File: config.mk
export PLATFORM = sky130hd
export DESIGN_NAME = clint_slave
export DESIGN_NICKNAME = d
export VERILOG_FILES = /design/src/source/mem_map_pkg.sv /design/src/source/clint_slave.sv
export SDC_FILE = /design/constraint.sdc
export NUM_CORES = 1
export LEC_CHECK = 0
export BUFFER_PORTS_ARGS = -buffer_cell sky130_fd_sc_hd__buf_4
export CORE_MARGIN = 8
export CORE_UTILIZATION = 50
export CTS_CLUSTER_SIZE = 14
export DETAILED_ROUTE_END_ITERATION = 7
export GPL_ROUTABILITY_DRIVEN = 0
export PLACE_DENSITY = 0.72
export SLEW_MARGIN = 40
export SYNTH_ARGS = -nofsm -noshare
export SYNTH_HDL_FRONTEND = slang
export SYNTH_SLANG_ARGS = --single-unit
File: constraint.sdc
create_clock -name clk -period 2.4 [get_ports clk]
set_clock_uncertainty 0.2 [all_clocks]
set_input_delay 0.48 -clock clk [delete_from_list [all_inputs] [get_ports clk]]
set_output_delay 0.48 -clock clk [all_outputs]
set_load 0.005 [all_outputs]
File: src/source/mem_map_pkg.sv
`default_nettype none

package mem_map_pkg;

    localparam logic [31:0] sram_base  = 32'h8000_0000;
    localparam logic [31:0] clint_base = 32'h0200_0000;
    localparam logic [31:0] clint_size = 32'h0001_0000;

    // mtime register offsets inside the clint window
    localparam logic [15:0] mtime_lo_off = 16'hbff8;
    localparam logic [15:0] mtime_hi_off = 16'hbffc;

    typedef enum logic [1:0] {
        resp_okay   = 2'b00,
        resp_slverr = 2'b10,
        resp_decerr = 2'b11
    } bus_resp_e;

endpackage

`default_nettype wire

File: src/source/clint_slave.sv
`timescale 1ns/10ps
`default_nettype none

module clint_slave
    import mem_map_pkg::*;
(
    input  wire         clk,
    input  wire         rst_n,
    input  wire         arvalid,
    output logic        arready,
    input  wire [31:0]  araddr,
    output logic        rvalid,
    input  wire         rready,
    output logic [31:0] rdata,
    output bus_resp_e   rresp
);

    logic [63:0] mtime;
    logic [15:0] offset;
    logic        hit;

    assign offset  = araddr[15:0];  // window is 64k aligned
    assign hit     = (offset == mtime_lo_off) || (offset == mtime_hi_off);
    assign arready = !rvalid;

    always_ff @(posedge clk or negedge rst_n) begin
        if (!rst_n) begin
            mtime  <= '0;
            rvalid <= 1'b0;
            rresp  <= resp_okay;
        end else begin
            mtime <= mtime + 64'd1;
            if (arvalid && arready) begin
                rvalid <= 1'b1;
                rresp  <= hit ? resp_okay : resp_slverr;
            end else if (rvalid && rready) begin
                rvalid <= 1'b0;
            end
        end
    end

    always_ff @(posedge clk) begin
        if (arvalid && arready) begin
            case (offset)
                mtime_lo_off: rdata <= mtime[31:0];
                mtime_hi_off: rdata <= mtime[63:32];
                default:      rdata <= '0;
            endcase
        end
    end

endmodule

`default_nettype wire

==> results.py, run 1 <==
metrics = {
    "run_status": {
        "status": "completed",
    },
    "worst_setup_path": {
        "arrival_ps": 2350,
        "r2r_cells": 5,
        "end_kind": "flip-flop",
        "crit_path_start_kind": "flip-flop",
        "crit_type": "flip-flop to flip-flop",
        "crit_required_ps": 2490,
        "crit_path_max_fanout": 6,
    },
    "cells_and_area": {
        "drive_gt1_frac": 0.1957,
        "post-route-util": 0.6052,
        "final_area_sq_um": 5253,
        "n_antenna_cell": 0,
        "num-nets-final": 492,
        "area_delta_synth_final_pct": 17.49,
    },
    "place": {
        "placed_area_sq_um": 5047,
        "dpl.hpwl_mm": 6.426,
        "port_buffers": 54,
        "place_ws_ps": 125.6,
    },
    "cts": {
        "clockBufferDepth": 2,
        "numCtsBuffers": 9,
        "cts_setup_buffers": 0,
        "cts.sinks": 98,
        "cts_tree": "done",
        "clk_latency_ps": 370,
        "root_buffer": "clkbuf_8",
        "clk_pin_slew_ps": 90,
        "htree_levels": 3,
    },
    "routing": {
        "via_count": 3078,
        "ant_nets": 0,
        "topRoutingLayerUsed": "met4",
        "viasPerCell": 5.419,
        "dr.pass1.iters": 4,
        "drt_iter0_drc": 173,
        "met2_length_mm": 4.077,
        "routed-wl-met3_microns": 477,
        "wire_per_inst_microns": 16.18,
        "wl_met1_mm": 4.491,
        "drt_wl_total_mm": 9.189,
        "drc_errors": 0,
    },
    "power": {
        "p_per_area_nw_per_um2": 550.5,
        "seqPwrFrac": 0.614,
        "power_leakage_nw": 2.326,
        "p_switching_mw": 0.6648,
        "p_int_mw": 2.227,
        "swShare": 0.2299,
        "clkPwrFrac": 0.328,
        "ir_drop_uv": 275.1,
        "combinationalPowerShare": 0.058,
    },
    "synthesis": {
        "ys_ff_latch": 98,
        "postSynthAreaPerCell_sq_um": 11.49,
        "yosysWarnings": 0,
        "synth_nets": 426,
        "synth_seq_area_share": 0.5844,
        "ys_types": 33,
        "syn_inst": 389,
        "syn_area_sq_um": 4471,
    },
    "global_route": {
        "grt_pass1_vias": 3153,
        "grt_max_degree": 67,
        "grt_pass1_wl_mm": 15.74,
        "grt_use_total": 0.1553,
        "overflow": 0,
        "antenna_found_initial": 0,
    },
    "sta": {
        "timing.final.ws_setup_ps": 141.1,
        "worstMarginPinSlew_ps": 600.8,
        "drv_slew": 0,
        "fmax_ghz": 0.4427,
        "tns_ps": 0,
        "setup_viol": 0,
        "timing.hold.ws_ps": 97.90,
        "hold_violations": 0,
        "final.min_clock_period_ps": 2259,
        "rsz0062_at_grt": "false",
        "slew-limit-headroom": 0.5995,
        "min_period_over_period": 0.9412,
    },
    "run": {
        "maxCapViolCount": 0,
    },
    "hold_path": {
        "min_path_type": "input pin to flip-flop",
        "hold_depth": 2,
    },
    "die": {
        "fp-row-count": 34,
        "die_x_microns": 110.6,
        "io_pins": 72,
        "initial_core_util": 0.5151,
        "core_area_sq_um": 8678,
        "die_h_microns": 110.6,
        "die-area_sq_um": 12220,
    },
}
## final cells by class
cell class                      count  area (sq um)
Sequential cell                    98          2613
Timing Repair Buffer               66         501.7
Fill cell                         726          3426
Multi-Input combinational cell    270          1795
Clock buffer                       10         127.6
Tap cell                          108         135.1
Clock inverter                      6         42.54
Inverter                           10         37.54
## placed cells by master, fill, tap and decap left out, types with 2 or more instances in the layout
cell type and count:
nand3_2 2, nand2_1 27, xor2_1 32, edfxtp_1 32, nor4_1 12, buf_4 64, nor4_2 2, clkbuf_8 9
dfrtp_1 66, mux2i_1 32, and3_1 7, xnor2_1 30, and4_1 2, clkinvlp_4 2, inv_1 10, nor3_1 10
nand3_1 26, and2_1 3, nor2_1 53, nor3_2 2, nand4b_1 3, nand4_1 15, clkinv_2 2
## Yosys cell counts
library cell | count | area share
xnor2_1 | 30 | 0.059
conb_1 | 1 | 0.00084
nand2b_1 | 1 | 0.0014
or4_1 | 1 | 0.0017
nor4_1 | 14 | 0.020
or3_4 | 1 | 0.0025
nand3_1 | 26 | 0.029
nand4b_1 | 3 | 0.0059
and4_1 | 2 | 0.0039
nor4_2 | 1 | 0.0028
buf_2 | 1 | 0.0011
and3_1 | 7 | 0.0098
inv_1 | 10 | 0.0084
clkbuf_1 | 9 | 0.0076
and2_1 | 3 | 0.0042
edfxtp_1 | 32 | 0.21
o21ai_0 | 1 | 0.0011
and4b_1 | 1 | 0.0022
dfrtp_1 | 66 | 0.37
nand4_1 | 15 | 0.021
ha_1 | 1 | 0.0028
nand3b_1 | 1 | 0.0017
mux2i_1 | 32 | 0.072
nand2_1 | 27 | 0.023
xor2_1 | 32 | 0.063
buf_4 | 1 | 0.0017
nor3_2 | 2 | 0.0045
nor2_1 | 53 | 0.045
and3_2 | 1 | 0.0017
nor3_1 | 10 | 0.011
nand3_2 | 2 | 0.0045
or4_4 | 1 | 0.0025
nor3b_1 | 1 | 0.0017
## power groups by stage
stage                     logic [mW]  registers [mW]  clock network [mW]
after floorplan               0.0467            1.82                   0
after global placement         0.169            1.81                   0
after detailed placement       0.171            1.81                   0
after CTS                      0.172            1.78               0.973
after global routing           0.185            1.78                1.05
final                          0.168            1.78               0.947
## kinds of logic (layout without fill, tap and decap cells)
| family | after synthesis | count (layout) | share of synthesized area |
|---|---|---|---|
| AO/OA/AOI/OAI | 1 | 1 | 0.001118 |
| XOR/XNOR | 62 | 62 | 0.1215 |
| adder cells (fa/ha/maj) | 1 | 1 | 0.002798 |
| buffers and inverters | 21 | 92 | 0.01875 |
| flip-flops | 98 | 98 | 0.5844 |
| multiplexers | 32 | 32 | 0.07165 |
| other | 1 | 1 | 0.0008388 |
| AND/OR/NAND/NOR | 173 | 173 | 0.1990 |
## registers in the layout (all words and copies together), names as in the netlist
name    cells
rvalid      1
mtime      64
rdata      32
rresp       1
## per-stage QoR
| stage | total power [mW] | std cells |
|---|---|---|
| finish | 2.891 | 568 |
| global route | 3.016 | 568 |
| CTS | 2.922 | 567 |
| detailed placement | 1.983 | 551 |
| global placement | 1.980 | 551 |
| floorplan | 1.864 | 389 |
## worst max-delay path, cell delays in order (launching register included)
cell and delay (ps):
dfrtp_1 470, nand3_2 200, or4_4 580, or3_4 440
nor2_1 140, xor2_1 160
## path summary, 6_finish.rpt
path,from,endpoint,slack [ps]
worst min-delay path,rready,rvalid,100
worst min register to register,mtime[63],mtime[63],280
worst max register to register,mtime[2],mtime[25],140
worst max-delay path,mtime[2],mtime[25],140
min in group asynchronous,rst_n,mtime[1],490
max in group asynchronous,rst_n,mtime[22],1100
## metal layers
metal	GRT usage	up-vias
met5	0	-
met4	0.06036	0
met1	0.2137	1493
met3	0.03626	11
li1	-	1495
met2	0.2313	79
## timing repair
item                       in CTS  in global routing
hold endpoints to repair        0                 66
setup endpoints to repair       0                  4
resized for setup               0                  3
hold buffers                    0                  1
Power figures use the tool's default switching activity.
==> run 2, diff against run 1 <==
Settings changed: PLACE_DENSITY 0.72 to 0.75.
Clock period 2.4 ns to 1.8 ns, I/O delays scaled along.
==> results.py, run 2 (synthesized netlist as in run 1, its figures left out) <==
metrics = {
    "run_status": {
        "status": "finished with violations",
        "violations": "negative setup slack",
    },
    "sta": {
        "hold_violations": 0,
        "setup_viol": 47,
        "fmax_ghz": 0.4870,
        "rsz0062_at_grt": "true",
        "timing.hold.ws_ps": 42.11,
        "final.min_clock_period_ps": 2054,
        "min_period_over_period": 1.141,
        "drv_slew": 0,
        "timing.final.ws_setup_ps": -253.6,
        "tns_ps": -6628,
    },
    "worst_setup_path": {
        "crit_type": "flip-flop to flip-flop",
        "crit_chain": "nand4_1, buf_6, nor4_4, nand4b_1, buf_6, buf_6, nor4_4, xor2_1",
        "crit_buf_inv": 3,
        "crit_path_start_kind": "flip-flop",
        "critPathSlowestCell": "dfrtp_1",
        "crit_family": "simple AND/OR/NAND/NOR gates",
        "path_common_cell": "buf_6",
        "arrival_ps": 2130,
        "end_kind": "flip-flop",
        "critPathLaunch": "mtime[10]",
        "max_stage_delay_ps": 410,
        "r2r_start": "mtime[10]",
        "crit_path_max_fanout": 8,
        "crit_required_ps": 1880,
    },
    "cts": {
        "cts_tree": "done",
        "root_buffer": "clkbuf_8",
        "htree_levels": 3,
        "clk_latency_ps": 370,
        "clockBufferDepth": 2,
        "cts.sinks": 98,
        "numCtsBuffers": 9,
        "clk_pin_slew_ps": 110,
    },
    "cells_and_area": {
        "final_cell_mix": "buf_4 (154), dfrtp_1 (66), nor2_1 (42)",
        "drive_gt1_frac": 0.4333,
        "n_antenna_cell": 0,
        "area_delta_synth_final_pct": 48.28,
        "seqCellArea_sq_um": 2613,
        "top_register": "mtime",
        "num-nets-final": 602,
        "post-route-util": 0.7638,
        "fillers": 507,
        "largest_registers": "mtime x64, rdata x32",
        "finalNonFillerCells": 678,
        "largest_reg_flops": 64,
        "final_common_cell": "buf_4",
        "multiInputGateArea_sq_um": 2222,
    },
    "power": {
        "p_per_area_nw_per_um2": 592.2,
        "power_leakage_nw": 3.300,
        "ir_drop_uv": 302.5,
    },
    "place": {
        "port_buffers": 54,
        "dpl.hpwl_mm": 7.641,
        "dpl.cell_count": 638,
    },
    "routing": {
        "drt_iter0_drc": 217,
        "drc_errors": 0,
        "dr.pass1.iters": 5,
        "wire_per_inst_microns": 18.70,
        "drt_wl_total_mm": 12.68,
        "via_count": 3704,
        "viasPerCell": 5.463,
        "ant_nets": 0,
    },
    "die": {
        "core_area_sq_um": 8678,
        "die_h_microns": 110.6,
        "die_x_microns": 110.6,
        "fp-row-count": 34,
        "io_pins": 72,
        "initial_core_util": 0.5151,
        "die-area_sq_um": 12220,
    },
    "global_route": {
        "antenna_found_initial": 0,
        "grt_pass1_vias": 3929,
        "grt_use_total": 0.1981,
        "overflow": 0,
        "grt_max_degree": 34,
        "grt_pass1_wl_mm": 19.92,
    },
    "hold_path": {
        "min_from": "arvalid",
        "min_path_type": "input pin to flip-flop",
    },
    "run": {
        "maxCapViolCount": 0,
    },
}
==> run 2: cell types whose count changed in the layout (fill, tap and decap cells not counted), moves of 4 or more <==
| cell | delta |
|---|---|
| nand2_1 | -5 |
| nor4_4 | +10 |
| buf_6 | +13 |
| nand2_2 | +4 |
| nand3_1 | -6 |
| nor2_4 | +6 |
| buf_4 | +90 |
| buf_12 | +5 |
| nor2_1 | -11 |
| nor4_1 | -11 |
| nor3_1 | -9 |
| nor3_4 | +10 |
| nor2_2 | +5 |
==> run 2: report_power, final <==
part | internal [mW] | switching [mW] | leakage, nW
registers | 2.35 | 0.0149 | 1.21
clock network | 0.512 | 0.798 | 0.0797
logic | 0.125 | 0.121 | 2.01
==> run 2: per-layer routing <==
| layer | vias to the layer above | wire (microns) | track usage |
|---|---|---|---|
| met5 | - | 0 | 0 |
| met4 | 0 | 261 | 0.07297 |
| met3 | 22 | 827 | 0.04491 |
| met2 | 135 | 6452 | 0.3331 |
| met1 | 1839 | 5137 | 0.2423 |
| li1 | 1708 | - | - |
==> run 2: path summary, 6_finish.rpt <==
check	slack, ps	to	cells after the start
max in group asynchronous	650	mtime[54]	3
setup / recovery	-250	mtime[61]	8
min in group asynchronous	230	mtime[7]	2
hold reg to reg	300	mtime[63]	1
hold / removal	40	rvalid	3
setup reg to reg	-250	mtime[61]	8
==> run 2: through the flow <==
| step | power [mW] | cell area, sq um | setup WS, ps |
|---|---|---|---|
| finish | 3.926 | 6629 | -253.6 |
| floorplan | 2.486 | 4531 | -140.0 |
| global route | 4.041 | 6629 | -359.2 |
| detailed placement | 2.666 | 5811 | -271.1 |
| CTS | 3.930 | 6472 | -243.4 |
| global placement | 2.659 | 5811 | -239.6 |
==> run 2: layout make-up <==
cell class,instances,share of cell area
timing repair buffer,176,0.2186
clock buffer,11,0.01982
clock inverter,5,0.006229
inverter,10,0.005663
sequential,98,0.3941
tap,108,0.02039
multi-input combinational,270,0.3352
==> run 2: worst reg2reg max path: stages, from the launching register on <==
cell      delay (ps)
dfrtp_1          410
nand4_1          120
buf_6            150
nor4_4           170
nand4b_1         210
buf_6            220
buf_6            130
nor4_4           140
xor2_1           200
==> run 2: what timing repair did <==
item	in CTS	in global routing
hold endpoints to repair	24	0
hold buffers	2	0
pin swaps	39	13
setup buffers	15	10
resized for setup	73	17
endpoints found under the setup margin	47	51
==> run 3, diff against run 2 <==
Settings changed: BUFFER_PORTS_ARGS -buffer_cell sky130_fd_sc_hd__buf_4 to -buffer_cell sky130_fd_sc_hd__buf_2, CORE_UTILIZATION 50 to 51, PLACE_DENSITY 0.75 to 0.76.
==> results.py, run 3 (synthesized netlist as in run 1, its figures left out) <==
metrics = {
    "power": {
        "combinationalPowerShare": 0.049,
        "p_switching_mw": 0.9366,
        "power_mw": 4.303,
        "swShare": 0.2177,
        "power_leakage_nw": 3.399,
        "p_int_mw": 3.366,
        "ir_drop_uv": 442.1,
        "clkPwrFrac": 0.401,
        "p_per_area_nw_per_um2": 628.0,
        "seqPwrFrac": 0.550,
    },
    "worst_setup_path": {
        "end_kind": "flip-flop",
        "crit_path_start_kind": "flip-flop",
        "crit_chain": "nand3_2, buf_6, buf_6, nor3_4, buf_6, nand4_1, buf_6, nor4_4, xor2_1",
        "max_stage_delay_ps": 400,
        "path_common_cell": "buf_6",
        "crit_required_ps": 1860,
        "rrSetupSlack_ps": -480,
        "crit_path_max_fanout": 4,
        "critPathSlowestCell": "dfrtp_1",
        "arrival_ps": 2340,
        "crit_type": "flip-flop to flip-flop",
    },
    "cells_and_area": {
        "fillers": 443,
        "area_delta_synth_final_pct": 53.26,
        "n_antenna_cell": 0,
        "largest_registers": "mtime x64, rdata x32",
        "num-nets-final": 617,
        "drive_gt1_frac": 0.4769,
        "top_register": "mtime",
        "final_common_cell": "buf_4",
        "largest_reg_flops": 64,
        "final_cell_mix": "buf_4 (97), dfrtp_1 (66), buf_2 (54)",
    },
    "global_route": {
        "grt_pass1_wl_mm": 20.09,
        "overflow": 0,
        "grt_max_degree": 67,
        "antenna_found_initial": 0,
        "grt_pass1_vias": 3999,
        "grt_use_total": 0.2164,
    },
    "sta": {
        "setup_viol": 51,
        "timing.final.ws_setup_ps": -479.9,
        "min_period_over_period": 1.267,
        "timing.hold.ws_ps": 49.70,
        "final.min_clock_period_ps": 2280,
        "tns_ps": -11710,
        "drv_slew": 0,
        "fmax_ghz": 0.4386,
        "rsz0062_at_grt": "true",
        "hold_violations": 0,
    },
    "run_status": {
        "violations": "negative setup slack",
        "status": "finished with violations",
    },
    "routing": {
        "dr.pass1.iters": 5,
        "viasPerCell": 5.810,
        "via_count": 4026,
        "ant_nets": 0,
        "drt_wl_total_mm": 15.12,
        "drc_errors": 0,
        "drt_iter0_drc": 373,
        "wire_per_inst_microns": 21.82,
    },
    "die": {
        "io_pins": 72,
        "core_area_sq_um": 8593,
        "fp-row-count": 34,
        "die-area_sq_um": 12020,
        "die_h_microns": 109.6,
        "die_x_microns": 109.6,
        "initial_core_util": 0.5202,
    },
    "cts": {
        "clk_pin_slew_ps": 100,
        "root_buffer": "clkbuf_8",
        "cts.sinks": 98,
        "cts_tree": "done",
        "numCtsBuffers": 9,
        "clockBufferDepth": 2,
        "clk_latency_ps": 380,
        "htree_levels": 3,
    },
    "place": {
        "dpl.hpwl_mm": 7.780,
        "port_buffers": 54,
    },
    "hold_path": {
        "min_path_type": "input pin to flip-flop",
    },
    "run": {
        "maxCapViolCount": 0,
    },
}
-- run 3: changes by cell type in the layout (fill, tap and decap cells not counted), sizes merged --
cell,delta
buf,+14
bufinv,+3
clkinv,-3
nand3,+1
-- run 3: through the flow --
step / setup WS, ps / cells / utilization / cell area [sq um]
final: -479.9 / 693 / 0.7973 / 6852
after global routing: -516.3 / 693 / 0.7973 / 6852
after CTS: -226.4 / 672 / 0.7418 / 6375
after detailed placement: -240.0 / 638 / 0.6605 / 5675
after global placement: -222.5 / 638 / 0.6605 / 5675
after floorplan: -140.0 / 389 / - / 4531
-- run 3: layout make-up --
class / instances / area [sq um] / area share
flip-flops and latches: 98 / 2613 / 0.3813
multi-input cells: 271 / 2351 / 0.3431
inverters: 10 / 37.54 / 0.005478
repair buffers: 190 / 1479 / 0.2159
clock inverters: 5 / 105.1 / 0.01534
clock buffers: 11 / 131.4 / 0.01917
well taps: 108 / 135.1 / 0.01972
-- run 3: power groups by stage --
stage	sequential [mW]	combinational [mW]	clock, mW
after CTS	2.37	0.214	1.71
after global routing	2.37	0.232	1.80
after detailed placement	2.41	0.210	0
after floorplan	2.42	0.0622	0
final	2.37	0.210	1.73
after global placement	2.41	0.205	0
-- run 3: what timing repair did --
item / CTS / global route
buffers inserted: 15 / 23
pin swaps: 39 / 47
hold buffers: 2 / 0
hold endpoints to repair: 67 / 0
endpoints found under the setup margin: 48 / 50
gates resized for setup: 66 / 58
cloned: 1 / 0
-- run 3: path summary, 6_finish.rpt --
check,depth (start not counted),start,to
hold / removal,3,arvalid,rvalid
setup reg to reg,9,mtime[3],mtime[60]
hold reg to reg,1,mtime[63],mtime[63]
setup / recovery,9,mtime[3],mtime[60]
max in group asynchronous,3,rst_n,mtime[24]
min in group asynchronous,3,rst_n,mtime[5]
-- run 3: per-layer routing --
layer,GRT usage,up-vias,share of wire
met5,0,-,0
met4,0.08486,0,0.035
met3,0.04338,45,0.086
met2,0.3712,226,0.50
met1,0.2623,2016,0.38
li1,-,1739,-
-- run 3: critical path: cells and delay by family, from the launching register on --
kind	cells	cell delay, ps
xor+xnor	1	290
flops	1	400
simple gates	4	700
buf+inv	4	590
