<file path="config.mk">
export PLATFORM = sky130hd
export DESIGN_NAME = lsu
export DESIGN_NICKNAME = d
export VERILOG_FILES = /design/src/source/lsu_pkg.sv /design/src/source/mem_map_pkg.sv /design/src/source/lsu.sv
export SDC_FILE = /design/constraint.sdc
export NUM_CORES = 1
export LEC_CHECK = 0
export ABC_AREA = 0
export BUFFER_PORTS_ARGS = -buffer_cell sky130_fd_sc_hd__buf_2
export CAP_MARGIN = 20
export CORE_ASPECT_RATIO = 1.25
export CORE_MARGIN = 2
export CORE_UTILIZATION = 44
export CTS_CLUSTER_DIAMETER = 40
export CTS_CLUSTER_SIZE = 24
export DETAILED_ROUTE_END_ITERATION = 16
export GPL_ROUTABILITY_DRIVEN = 1
export PLACE_DENSITY = 0.77
export SLEW_MARGIN = 20
export SYNTH_ARGS = -nofsm -noshare
export SYNTH_HDL_FRONTEND = slang
export SYNTH_SLANG_ARGS = --single-unit
</file>
<file path="constraint.sdc">
create_clock -name clk -period 2.6 [get_ports clk]
set_input_delay 0.52 -clock clk [delete_from_list [all_inputs] [get_ports clk]]
set_output_delay 0.52 -clock clk [all_outputs]
set_load 0.1 [all_outputs]
</file>
<file path="src/source/lsu_pkg.sv">
`default_nettype none

package lsu_pkg;

    typedef enum logic [1:0] {
        size_byte = 2'b01,  // 2'b00 unused
        size_half = 2'b10,
        size_word = 2'b11
    } lsu_size_e;

    typedef enum logic {
        op_load  = 1'b0,
        op_store = 1'b1
    } lsu_op_e;

    typedef enum logic [2:0] {
        st_idle,
        st_addr_rd,
        st_wait_r,
        st_addr_wr,
        st_data_wr,
        st_wait_b,
        st_done
    } lsu_state_e;

endpackage

`default_nettype wire

</file>
<file path="src/source/mem_map_pkg.sv">
`default_nettype none

package mem_map_pkg;

    localparam logic [31:0] sram_base  = 32'h8000_0000;
    localparam logic [31:0] clint_base = 32'h0200_0000;
    localparam logic [31:0] clint_size = 32'h0001_0000;

    // mtime register offsets inside the clint window
    localparam logic [15:0] mtime_lo_off = 16'hbff8;
    localparam logic [15:0] mtime_hi_off = 16'hbffc;

    typedef enum logic [1:0] {
        resp_okay   = 2'b00,
        resp_slverr = 2'b10,
        resp_decerr = 2'b11
    } bus_resp_e;

endpackage

`default_nettype wire

</file>
<file path="src/source/lsu.sv">
`timescale 1ns/10ps
`default_nettype none

module lsu
    import lsu_pkg::*;
    import mem_map_pkg::*;
(
    input  wire              clk,
    input  wire              rst_n,
    input  wire              req,
    input  wire lsu_op_e     op,
    input  wire lsu_size_e   size,
    input  wire              sign,
    input  wire [31:0]       addr,
    input  wire [31:0]       wdata,
    output logic [31:0]      rdata,
    output logic             done,
    output logic             err,
    output logic             busy,
    output logic             arvalid,
    input  wire              arready,
    output logic [31:0]      araddr,
    input  wire              rvalid,
    output logic             rready,
    input  wire [31:0]       rdata_bus,
    input  wire bus_resp_e   rresp,
    output logic             awvalid,
    input  wire              awready,
    output logic [31:0]      awaddr,
    output logic             wvalid,
    input  wire              wready,
    output logic [31:0]      wdata_bus,
    output logic [3:0]       wstrb,
    input  wire              bvalid,
    output logic             bready,
    input  wire bus_resp_e   bresp
);

    lsu_state_e  state;
    lsu_op_e     op_q;
    lsu_size_e   size_q;
    logic        sign_q;
    logic [31:0] addr_q;
    logic [31:0] wdata_q;
    logic [31:0] rword_q;
    logic        resp_err_q;
    logic [31:0] shifted;
    logic [31:0] ext;
    logic        accept;

    assign accept = req && !busy;
    assign busy   = (state != st_idle);

    assign arvalid = (state == st_addr_rd);
    assign araddr  = addr_q;
    assign rready  = (state == st_wait_r);
    assign awvalid = (state == st_addr_wr);
    assign awaddr  = addr_q;
    assign wvalid  = (state == st_data_wr);
    assign bready  = (state == st_wait_b);

    // byte lanes for the store
    always_comb begin
        case (size_q)
            size_byte: wstrb = 4'b0001 << addr_q[1:0];
            size_half: wstrb = addr_q[1] ? 4'b1100 : 4'b0011;
            default:   wstrb = 4'b1111;
        endcase
    end

    assign wdata_bus = wdata_q << {addr_q[1:0], 3'b000};
    assign shifted   = rword_q >> {addr_q[1:0], 3'b000};

    always_comb begin
        case (size_q)
            size_byte: ext = {{24{sign_q & shifted[7]}}, shifted[7:0]};
            size_half: ext = {{16{sign_q & shifted[15]}}, shifted[15:0]};
            default:   ext = shifted;
        endcase
    end

    always_ff @(posedge clk or negedge rst_n) begin
        if (!rst_n) begin
            state <= st_idle;
            done  <= 1'b0;
            err   <= 1'b0;
            rdata <= '0;
        end else begin
            done <= 1'b0;
            case (state)
                st_idle: begin
                    if (accept) begin
                        state <= (op == op_load) ? st_addr_rd : st_addr_wr;
                    end
                end
                st_addr_rd: if (arready) state <= st_wait_r;
                st_wait_r:  if (rvalid) state <= st_done;
                st_addr_wr: if (awready) state <= st_data_wr;
                st_data_wr: if (wready) state <= st_wait_b;
                st_wait_b:  if (bvalid) state <= st_done;
                st_done: begin
                    done  <= 1'b1;
                    err   <= resp_err_q;
                    rdata <= (op_q == op_load) ? ext : '0;
                    state <= st_idle;
                end
                default: state <= st_idle;
            endcase
        end
    end

    always_ff @(posedge clk) begin
        if (accept) begin
            op_q    <= op;
            size_q  <= size;
            sign_q  <= sign;
            addr_q  <= addr;
            wdata_q <= wdata;
        end
        if (rvalid && rready) begin
            rword_q    <= rdata_bus;
            resp_err_q <= (rresp != resp_okay);
        end
        if (bvalid && bready) begin
            resp_err_q <= (bresp != resp_okay);
        end
    end

    a_aligned: assert property (@(posedge clk) disable iff (!rst_n)
        (accept && size != size_byte) |->
            (addr[0] == 1'b0 && (size != size_word || addr[1] == 1'b0)))
        else $error("lsu: misaligned request accepted");

    // w follows the address handshake of the same store
    a_w_after_aw: assert property (@(posedge clk) disable iff (!rst_n)
        $rose(wvalid) |-> $past(awvalid && awready))
        else $error("lsu: wvalid raised before aw handshake");

endmodule

`default_nettype wire

</file>
==> parameters.txt, run 1 <==
Parameter                              Value

Synth
  Cell area after synthesis    ~6000 µm²
  Fraction of registers with async set or reset after synthesis    a little over a quarter
  Avg Inst Size Synth    ~13 µm²
  Number of cells produced by synthesis    480
  Synth Net Count    between 500 and 600
  Number of warnings printed during yosys synthesis    0
  Prevailing post-synth register cell    sky130_fd_sc_hd__edfxtp_1
  Unique cell type count in the Yosys netlist    44
  Number of synthesized flops with an enable pin    just over 100
  Number of register bits inferred by synthesis    between 100 and 150
  Post-synthesis sequential area ratio    between 60% and 70%

Floorplan
  Row cnt    between 40 and 50
  Core Region    ~14,000 µm²
  Overall die area    approximately 15,000 µm²
  I/O pin total    ~250
  Vertical extent of the die    roughly 140 µm
  Initial Utilization    between 40% and 50%
  Die Span X    about 110 µm

Worst setup path
  CP endpoint kind    output pin
  Crit Path Category    reg -> out
  Maximum fanout encountered on the critical timing path    36
  Slowest cell on the critical path    sky130_fd_sc_hd__edfxtp_1
  Largest stage delay on the critical path    between 400 and 500 ps
  Cell Chain, Critical Path    clkbuf_16, mux2i_2, a21oi_4, clkbuf_4
  Worst EP required    2080 ps
  Worst endpoint data arrival time    approximately 2000 ps
  Critical Path Start Type    flop

Route
  Routed wire per std cell    roughly 19 µm
  1st-iter DRT viols    249
  Routed Wire Length    ~17 mm
  Via count of the routed design    approximately 4,600
  Initial DRT Pass Iterations    5
  Post-route antenna net violation count    0
  Remaining routing DRC violations    0
  Number of vias per cell    slightly above 5

Timing
  Final Hold Violating Endpoints    0
  Post-route clock skew    about 6 ps
  Period minus WS final    between 2000 and 3000 ps
  Crit share post-route    97.8%
  Slew @ Worst Pin    ~850 ps
  Final setup violation count    0
  Slew headroom    between 40% and 50%
  Final count of pins violating max slew    0
  Setup WS post-layout    roughly 58 ps
  Final Hold Slack    213 ps
  Top achievable clock speed    approximately 0.4 GHz

Clock network
  Clock H-tree levels    4
  CTS Root Cell    sky130_fd_sc_hd__clkbuf_16
  Clock tree from TritonCTS    built
  Maximum buffer depth of the clock tree    2
  Clock Sink Count    around 140
  Latest clock arrival within the worst-skew pair    ~410 ps
  Number of clock buffers inserted by TritonCTS    17
  Clock-pin slew reported for the worst setup and hold paths after clock tree synthesis    approximately 60 ps

Global route
  Global Route Usage Sum    22.3%
  First-pass GRT wire length    approximately 25 mm
  Via count of the first global-routing pass    between 4,000 and 5,000
  Pin count of the biggest net entering global routing    between 70 and 80
  Antenna violations before repair    2
  Overflow left after global routing    0

Run status
  Run status    completed

Placement
  Cell count after placement    approximately 860
  Count of buffers inserted at the top-level ports    between 200 and 300
  Half-perimeter wire length after detailed placement    about 12 mm
  Worst setup slack after placement    approximately 240 ps
  Gp weighted congestion    between 0.8 and 0.9

Layout
  Nets@finish    around 800
  Proportion of layout cells with a drive suffix above 1    between 50% and 60%
  Cell Count, Final, Fillers Out    a little under 900
  P&R area growth vs syn    40.7%

Hold path
  Worst hold-check path type    in -> async

Job
  Count of max-cap constraint violations    0
==> state kept, by name, summed over array words and instances, names as in the netlist <==
signal      flops
araddr         32
done            1
err             1
op_q            1
rdata          32
resp_err_q      1
rword_q        32
sign_q          1
size_q          2
state           3
wdata_q        32
==> what timing repair did <==
action	CTS	global route
gates resized for setup	4	11
cloned	0	1
setup endpoints to repair	17	15
setup buffers	0	0
hold buffers	0	0
==> synth_stat cells, types with 3 or more instances <==
cell type                    n  share of area [%]
sky130_fd_sc_hd__edfxtp_1  101                 49
sky130_fd_sc_hd__nand2_1    69                4.2
sky130_fd_sc_hd__mux2i_1    41                6.7
sky130_fd_sc_hd__dfrtp_1    37                 15
sky130_fd_sc_hd__buf_4      32                3.9
sky130_fd_sc_hd__o21ai_0    27                2.2
sky130_fd_sc_hd__a21oi_1    19                1.5
sky130_fd_sc_hd__nor2_1     17                1.0
sky130_fd_sc_hd__buf_2      14                1.1
sky130_fd_sc_hd__clkbuf_1   12               0.73
sky130_fd_sc_hd__nand3b_1    9                1.1
sky130_fd_sc_hd__a211oi_1    8               0.98
sky130_fd_sc_hd__a21boi_0    8               0.98
sky130_fd_sc_hd__a32o_1      8                1.3
sky130_fd_sc_hd__and2_1      8               0.81
sky130_fd_sc_hd__nor2b_1     8               0.81
sky130_fd_sc_hd__o21ai_1     8               0.65
sky130_fd_sc_hd__o21ai_2     8                1.1
sky130_fd_sc_hd__inv_1       6               0.37
sky130_fd_sc_hd__o31ai_1     6               0.73
sky130_fd_sc_hd__nand2b_1    3               0.30
==> layout make-up <==
class,count,area [µm²]
clock inverter,6,67.6
sequential,138,3960
tap,175,219
timing repair buffer,263,1710
clock buffer,26,576
antenna,2,5.00
inverter,8,30.0
fill,1020,5090
multi-input combinational,273,2100
==> kinds of logic (layout without fill, tap and decap cells) <==
family                     count (synthesis)  in the layout  synth area share (%)
buffers and inverters                     69            303                  6.75
DFF                                      138            138                  64.3
AOI/OAI and AO/OA                        103            103                  11.6
muxes                                     43             43                  7.22
and+or+nand+nor                          125            125                  9.72
other                                      0              2                     0
adders and majority gates                  2              2                 0.407
==> through the flow <==
stage	util, %	setup TNS, ps	area (µm²)
finish	63.0	0	8660
global route	63.0	-68.1	8660
CTS	62.5	0	8600
detailed placement	57.8	0	7940
global placement	57.8	0	7940
floorplan	-	-4950	6530
==> final timing paths <==
check                           start            end  slack [ps]  cells after the start
max reg2reg                 size_q[1]      rdata[12]         470                      6
max in group asynchronous       rst_n      rdata[13]        1840                      1
min in group clk             wdata[8]     wdata_q[8]         280                      1
max                         araddr[1]  wdata_bus[31]          60                      4
min reg2reg                resp_err_q            err         440                      2
min                             rst_n            err         210                      1
==> layer usage <==
layer / part of all wire [%] / track usage [%]
met1: 36 / 26.2
met2: 54 / 37.5
met3: 6.7 / 6.18
met4: 3.5 / 10.5
met5: 0.067 / 0
==> critical path: cells and delay by family (launching register included) <==
| family | cells | cell delay [ps] |
|---|---|---|
| muxes | 1 | 410 |
| AOI/OAI and AO/OA | 1 | 100 |
| DFF | 1 | 460 |
| buffers and inverters | 2 | 630 |
==> cell usage in the layout, fill, tap and decap left out, drive strengths merged, types with 3 or more instances in the layout <==
cell / n
mux2i: 42
a21boi: 8
o31ai: 8
a211oi: 9
a21oi: 19
dfrtp: 37
nand3b: 10
nor2: 17
clkbuf: 33
nand2b: 3
inv: 8
clkinv: 5
o22ai: 3
buf: 256
a32o: 8
o21ai: 43
nor2b: 8
edfxtp: 101
and2: 8
nand2: 69
Power of run 1 is not shown: default switching activity piles up to over one toggle a cycle in this logic, so the estimate is an artifact.
==> run 2, diff against run 1 <==
CORE_MARGIN = not set   (was 2)
==> run 2 against run 1 <==
Non-clock buffer count decreased by 1; maximum frequency shrank 1.3%; sequential share of layout area rose by 0.39 points; die area fell by 3.3%.
==> parameters.txt, run 2 (synthesized netlist as in run 1, its figures left out) <==
Parameter                              Value

Run status
  Run status    completed (unchanged)

Timing
  Final count of pins violating max slew    0 (unchanged)
  Post-route clock skew    5.62 ps (was 5.86 ps)
  Period minus WS final    2580 ps (was 2540 ps)
  Slew headroom    44.6% (was 43.4%)
  Setup WS post-layout    23.0 ps (was 57.6 ps)
  Final Hold Slack    206 ps (was 213 ps)
  Final Hold Violating Endpoints    0 (unchanged)
  Crit share post-route    99.1% (was 97.8%)
  Top achievable clock speed    0.388 GHz (was 0.393 GHz)
  Final setup violation count    0 (unchanged)
  Slew @ Worst Pin    830 ps (was 849 ps)
  RSZ-0062 raised after global routing    yes

Placement
  Half-perimeter wire length after detailed placement    11.4 mm (was 11.7 mm)
  Cell area after placement    7990 µm² (was 7940 µm²)
  Count of buffers inserted at the top-level ports    251 (unchanged)
  Gp weighted congestion    0.838 (was 0.857)
  Worst setup slack after placement    146 ps (was 238 ps)

Floorplan
  Vertical extent of the die    134 µm (was 136 µm)
  Row cnt    47 (was 48)
  Core Region    13,500 µm² (was 13,800 µm²)
  I/O pin total    252 (unchanged)
  Initial Utilization    45.7% (was 44.8%)
  Overall die area    14,500 µm² (was 15,000 µm²)
  Die Span X    108 µm (was 110 µm)

Layout
  Post-route design area    8590 µm² (was 8660 µm²)
  P&R area growth vs syn    39.5% (was 40.7%)
  Most used cells in the layout excluding fill and tap cells    sky130_fd_sc_hd__buf_2 (226), sky130_fd_sc_hd__edfxtp_1 (101), sky130_fd_sc_hd__nand2_1 (69) (was sky130_fd_sc_hd__buf_2 (227), sky130_fd_sc_hd__edfxtp_1 (101), sky130_fd_sc_hd__nand2_1 (69))
  Most common library cell in the layout ignoring fill and taps    sky130_fd_sc_hd__buf_2 (unchanged)
  Proportion of layout cells with a drive suffix above 1    49.4% (was 50.4%)
  Nets@finish    814 (was 815)
  Layout filler cell count    984 (was 1,020)

Job
  Count of max-cap constraint violations    0 (unchanged)

Route
  Routed Wire Length    15.6 mm (was 16.5 mm)
  1st-iter DRT viols    206 (was 249)
  Number of vias per cell    5.18 (was 5.19)
  Wire length on met2    8.31 mm (was 8.86 mm)
  Post-route met1 wirelength    5.83 mm (was 5.99 mm)
  Via count of the routed design    4,587 (was 4,621)
  Remaining routing DRC violations    0 (unchanged)
  Routed wire per std cell    17.6 µm (was 18.6 µm)
  Wire length on met3    1.01 mm (was 1.10 mm)
  Post-route antenna net violation count    0 (unchanged)
  Highest routed layer    met4 (was met5)
  Initial DRT Pass Iterations    4 (was 5)

Worst setup path
  Register-to-Register Path Depth    6 (unchanged)
  Worst reg-to-reg setup slack    460 ps (was 470 ps)
  Crit Reg-Reg Endpoint    rdata[26] (was rdata[12])
  Maximum fanout encountered on the critical timing path    10 (was 36)
  CP endpoint kind    output pin (unchanged)
  Worst EP required    2080 ps (about the same)
  Worst endpoint data arrival time    2060 ps (was 2020 ps)
  Crit Path Category    reg -> out (unchanged)
  Critical Path Start Type    flop (unchanged)
  Worst reg2reg path startpoint    araddr[1] (was size_q[1])

Global route
  Via count of the first global-routing pass    4,699 (was 4,662)
  Pin count of the biggest net entering global routing    55 (was 73)
  Global Route Usage Sum    21.8% (was 22.3%)
  Overflow left after global routing    0 (unchanged)
  Antenna violations before repair    3 (was 2)
  First-pass GRT wire length    23.7 mm (was 24.7 mm)

Clock network
  Clock Sink Count    138 (unchanged)
  Maximum buffer depth of the clock tree    2 (unchanged)
  Clock tree from TritonCTS    built (unchanged)
  Hold-fix buffers at CTS    0 (unchanged)
  Clock-pin slew reported for the worst setup and hold paths after clock tree synthesis    60 ps (about the same)
  CTS Root Cell    sky130_fd_sc_hd__clkbuf_16 (unchanged)
  Clock H-tree levels    4 (unchanged)
  Latest clock arrival within the worst-skew pair    420 ps (was 410 ps)
  Number of clock buffers inserted by TritonCTS    17 (unchanged)

Hold path
  Worst hold-check path type    in -> async (unchanged)
==> run 2: changes by cell type in the layout (fill, tap and decap cells not counted), sizes merged <==
| cell | delta |
|---|---|
| clkinvlp | +5 |
| buf | +5 |
| clkbuf | -15 |
| bufinv | +2 |
| inv | -2 |
| clkinv | +3 |
| diode | +1 |
==> run 2: metal layers <==
layer  vias to the layer above  GRT usage (%)
li1                       2156              -
met1                      2200           24.4
met2                       200           38.0
met3                        31           6.32
met4                         0           10.3
met5                         -              0
==> run 2: layout make-up <==
class | count | area (µm²) | share of cell area, %
Tap cell | 171 | 214 | 2.49
Clock inverter | 14 | 156 | 1.82
Inverter | 8 | 30.0 | 0.350
Clock buffer | 17 | 425 | 4.95
Multi-Input combinational cell | 273 | 2060 | 24.0
Sequential cell | 138 | 3960 | 46.1
Antenna cell | 3 | 7.51 | 0.0874
Timing Repair Buffer | 262 | 1730 | 20.2
==> run 2: worst max-delay path by stage <==
stage | slack [ps] | to | from
after floorplan | -380 | wdata_bus[17] | araddr[1]
after global placement | 280 | wdata_bus[4] | araddr[0]
after detailed placement | 150 | wdata_bus[4] | araddr[0]
after CTS | 8 | wdata_bus[20] | araddr[0]
after global routing | -60 | wdata_bus[20] | araddr[0]
final | 20 | wdata_bus[20] | araddr[0]
==> run 2: critical path, cell delays in order (launching register included) <==
cell and delay [ps]:
sky130_fd_sc_hd__edfxtp_1 460, sky130_fd_sc_hd__clkinv_1 360, sky130_fd_sc_hd__nor2_1 200, sky130_fd_sc_hd__buf_4 200
sky130_fd_sc_hd__nand2_1 130, sky130_fd_sc_hd__o21ai_4 100, sky130_fd_sc_hd__buf_12 190
==> run 2: timing repair <==
item,CTS,global route
endpoints found under the hold margin,0,0
setup endpoints to repair,8,24
gates resized for setup,1,2
setup buffers,0,0
==> run 2: through the flow <==
stage | util (%) | cells | TNS, ps
CTS | 63.7 | 883 | 0
finish | 63.8 | 886 | 0
global route | 63.7 | 884 | -489
global placement | 59.3 | 852 | 0
floorplan | - | 480 | -4950
detailed placement | 59.3 | 852 | 0
Power of run 2 is left out for the same reason.
==> run 3, diff against run 2 <==
BUFFER_PORTS_ARGS = not set   (was -buffer_cell sky130_fd_sc_hd__buf_2)
CORE_UTILIZATION = 45   (was 44)
DONT_BUFFER_PORTS = 1   (was not set)
PLACE_DENSITY = not set   (was 0.77)
SETUP_SLACK_MARGIN = 0.02   (was not set)
==> run 3 against run 2 <==
Highest routed layer is now met5; hold slack got worse by 18 ps; wire length increased by 2.5%; clock skew rose by 10 ps; die area is 2.2% lower; non-clock buffer count decreased by 140; worst setup slack better by 78 ps; cell area grew 4.5%; sequential share of layout area shrank 2.0 points.
==> parameters.txt, run 3 (synthesized netlist as in run 1, its figures left out) <==
Parameter                              Value

Worst setup path
  Worst reg2reg path startpoint    araddr[1] (unchanged)
  Worst endpoint data arrival time    1980 ps (was 2060 ps)
  Origin of the worst setup path    araddr[1] (was araddr[0])
  Maximum fanout encountered on the critical timing path    16 (was 10)
  CP endpoint kind    output pin (unchanged)
  Critical Path Start Type    flop (unchanged)
  Crit Path Category    reg -> out (unchanged)
  Worst EP required    2080 ps (about the same)

Clock network
  Clock H-tree levels    4 (unchanged)
  CTS Root Cell    sky130_fd_sc_hd__clkbuf_16 (unchanged)
  Clock tree from TritonCTS    built (unchanged)
  Maximum buffer depth of the clock tree    2 (unchanged)
  Latest clock arrival within the worst-skew pair    420 ps (about the same)
  Number of clock buffers inserted by TritonCTS    17 (unchanged)
  Clock Sink Count    138 (unchanged)
  Clock-pin slew reported for the worst setup and hold paths after clock tree synthesis    60 ps (about the same)

Hold path
  Worst hold-check path type    in -> reg (was in -> async)
  Startpoint of the lowest-slack hold path    addr[19]

Floorplan
  Row cnt    47 (unchanged)
  Overall die area    14,200 µm² (was 14,500 µm²)
  I/O pin total    252 (unchanged)
  Vertical extent of the die    133 µm (was 134 µm)
  Die Span X    107 µm (was 108 µm)
  Core Region    13,300 µm² (was 13,500 µm²)
  Initial Utilization    46.3% (was 45.7%)

Global route
  Global-route track usage on met3    10.3% (was 6.32%)
  Pin count of the biggest net entering global routing    72 (was 55)
  Met2 Usage GRT    40.5% (was 38.0%)
  Via count of the first global-routing pass    4,307 (was 4,699)
  GR Layer Usage met1    23.9% (was 24.4%)
  Overflow left after global routing    0 (unchanged)
  Antenna violations before repair    3 (unchanged)
  First-pass GRT wire length    23.9 mm (was 23.7 mm)
  Global Route Usage Sum    22.9% (was 21.8%)
  Routing layer with the top usage in global route    met2 (unchanged)

Placement
  Half-perimeter wire length after detailed placement    11.3 mm (was 11.4 mm)
  Count of buffers inserted at the top-level ports    0 (was 251)
  Cell count after placement    706 (was 852)
  Gp weighted congestion    0.838 (about the same)
  Worst setup slack after placement    324 ps (was 146 ps)

Route
  Post-route antenna net violation count    0 (unchanged)
  Routed wire per std cell    21.5 µm (was 17.6 µm)
  Via count of the routed design    4,052 (was 4,587)
  Routed Wire Length    16.0 mm (was 15.6 mm)
  Remaining routing DRC violations    0 (unchanged)
  Initial DRT Pass Iterations    4 (unchanged)
  Number of vias per cell    5.44 (was 5.18)
  1st-iter DRT viols    182 (was 206)

Timing
  Final setup violation count    0 (unchanged)
  Setup TNS    0 ps (unchanged)
  Slew headroom    36.7% (was 44.6%)
  RSZ-0062 raised after global routing    yes (unchanged)
  Setup WS post-layout    101 ps (was 23.0 ps)
  Final Hold Violating Endpoints    0 (unchanged)
  Period minus WS final    2500 ps (was 2580 ps)
  Post-route clock skew    15.7 ps (was 5.62 ps)
  Top achievable clock speed    0.400 GHz (was 0.388 GHz)
  Slew @ Worst Pin    949 ps (was 830 ps)
  Final count of pins violating max slew    0 (unchanged)
  Crit share post-route    96.1% (was 99.1%)

Run status
  Run status    completed (unchanged)

Layout
  Most common library cell in the layout ignoring fill and taps    sky130_fd_sc_hd__edfxtp_1 (was sky130_fd_sc_hd__buf_2)
  Cell Count, Final, Fillers Out    745 (was 886)
  Most used cells in the layout excluding fill and tap cells    sky130_fd_sc_hd__edfxtp_1 (101), sky130_fd_sc_hd__nand2_1 (69), sky130_fd_sc_hd__buf_4 (49) (was sky130_fd_sc_hd__buf_2 (226), sky130_fd_sc_hd__edfxtp_1 (101), sky130_fd_sc_hd__nand2_1 (69))
  Nets@finish    674 (was 814)
  Proportion of layout cells with a drive suffix above 1    39.1% (was 49.4%)
  P&R area growth vs syn    45.8% (was 39.5%)

Job
  Count of max-cap constraint violations    0 (unchanged)
-- run 3: cell types whose count changed in the layout (fill, tap and decap cells not counted), sizes merged, moves of 2 or more --
| cell | delta |
|---|---|
| buf | -141 |
| clkbuf | +5 |
| diode | -2 |
| bufinv | -2 |
| clkinvlp | -4 |
-- run 3: area by class of cell --
type	instances	area, µm²
fillers	940	4310
diodes	1	2.50
well taps	171	214
clock inverters	10	85.1
inverters	8	31.3
multi-input cells	273	2120
flip-flops and latches	138	3960
clock buffers	22	518
repair buffers	122	2050
-- run 3: timing repair --
| action | 4_1_cts | 5_1_grt |
|---|---|---|
| resized for setup | 6 | 3 |
| hold endpoints to repair | 37 | 0 |
| setup buffers | 0 | 1 |
| gates cloned | 0 | 3 |
| setup endpoints to repair | 18 | 26 |
| hold buffers | 2 | 0 |
| pin swaps | 0 | 0 |
-- run 3: path summary, 6_finish.rpt --
kind | endpoint | slack, ps | cells after the start
setup / recovery | wdata_bus[0] | 100 | 3
hold / removal | araddr[19] | 190 | 0
setup reg to reg | rdata[27] | 450 | 7
hold reg to reg | err | 460 | 2
max in group asynchronous | rdata[4] | 1830 | 2
min in group asynchronous | err | 560 | 2
-- run 3: metrics by stage --
step                cell area (µm²)  utilization, %  hold WS [ps]
floorplan                      6540               -           224
global placement               8250            62.1           225
detailed placement             8250            62.1           225
CTS                            8910            67.0           171
global route                   8980            67.5           167
finish                         8980            67.5           188
-- run 3: layer usage --
layer / vias up / routed length (µm)
li1: 1872 / -
met1: 1986 / 5670
met2: 169 / 8690
met3: 21 / 1400
met4: 4 / 208
met5: - / 27
-- run 3: worst max-delay path, cell delays in order, from the launching register on --
cell                       delay (ps)
sky130_fd_sc_hd__edfxtp_1         440
sky130_fd_sc_hd__nor2_2           640
sky130_fd_sc_hd__and2_2           300
sky130_fd_sc_hd__buf_12           180
Power of run 3 is left out for the same reason.
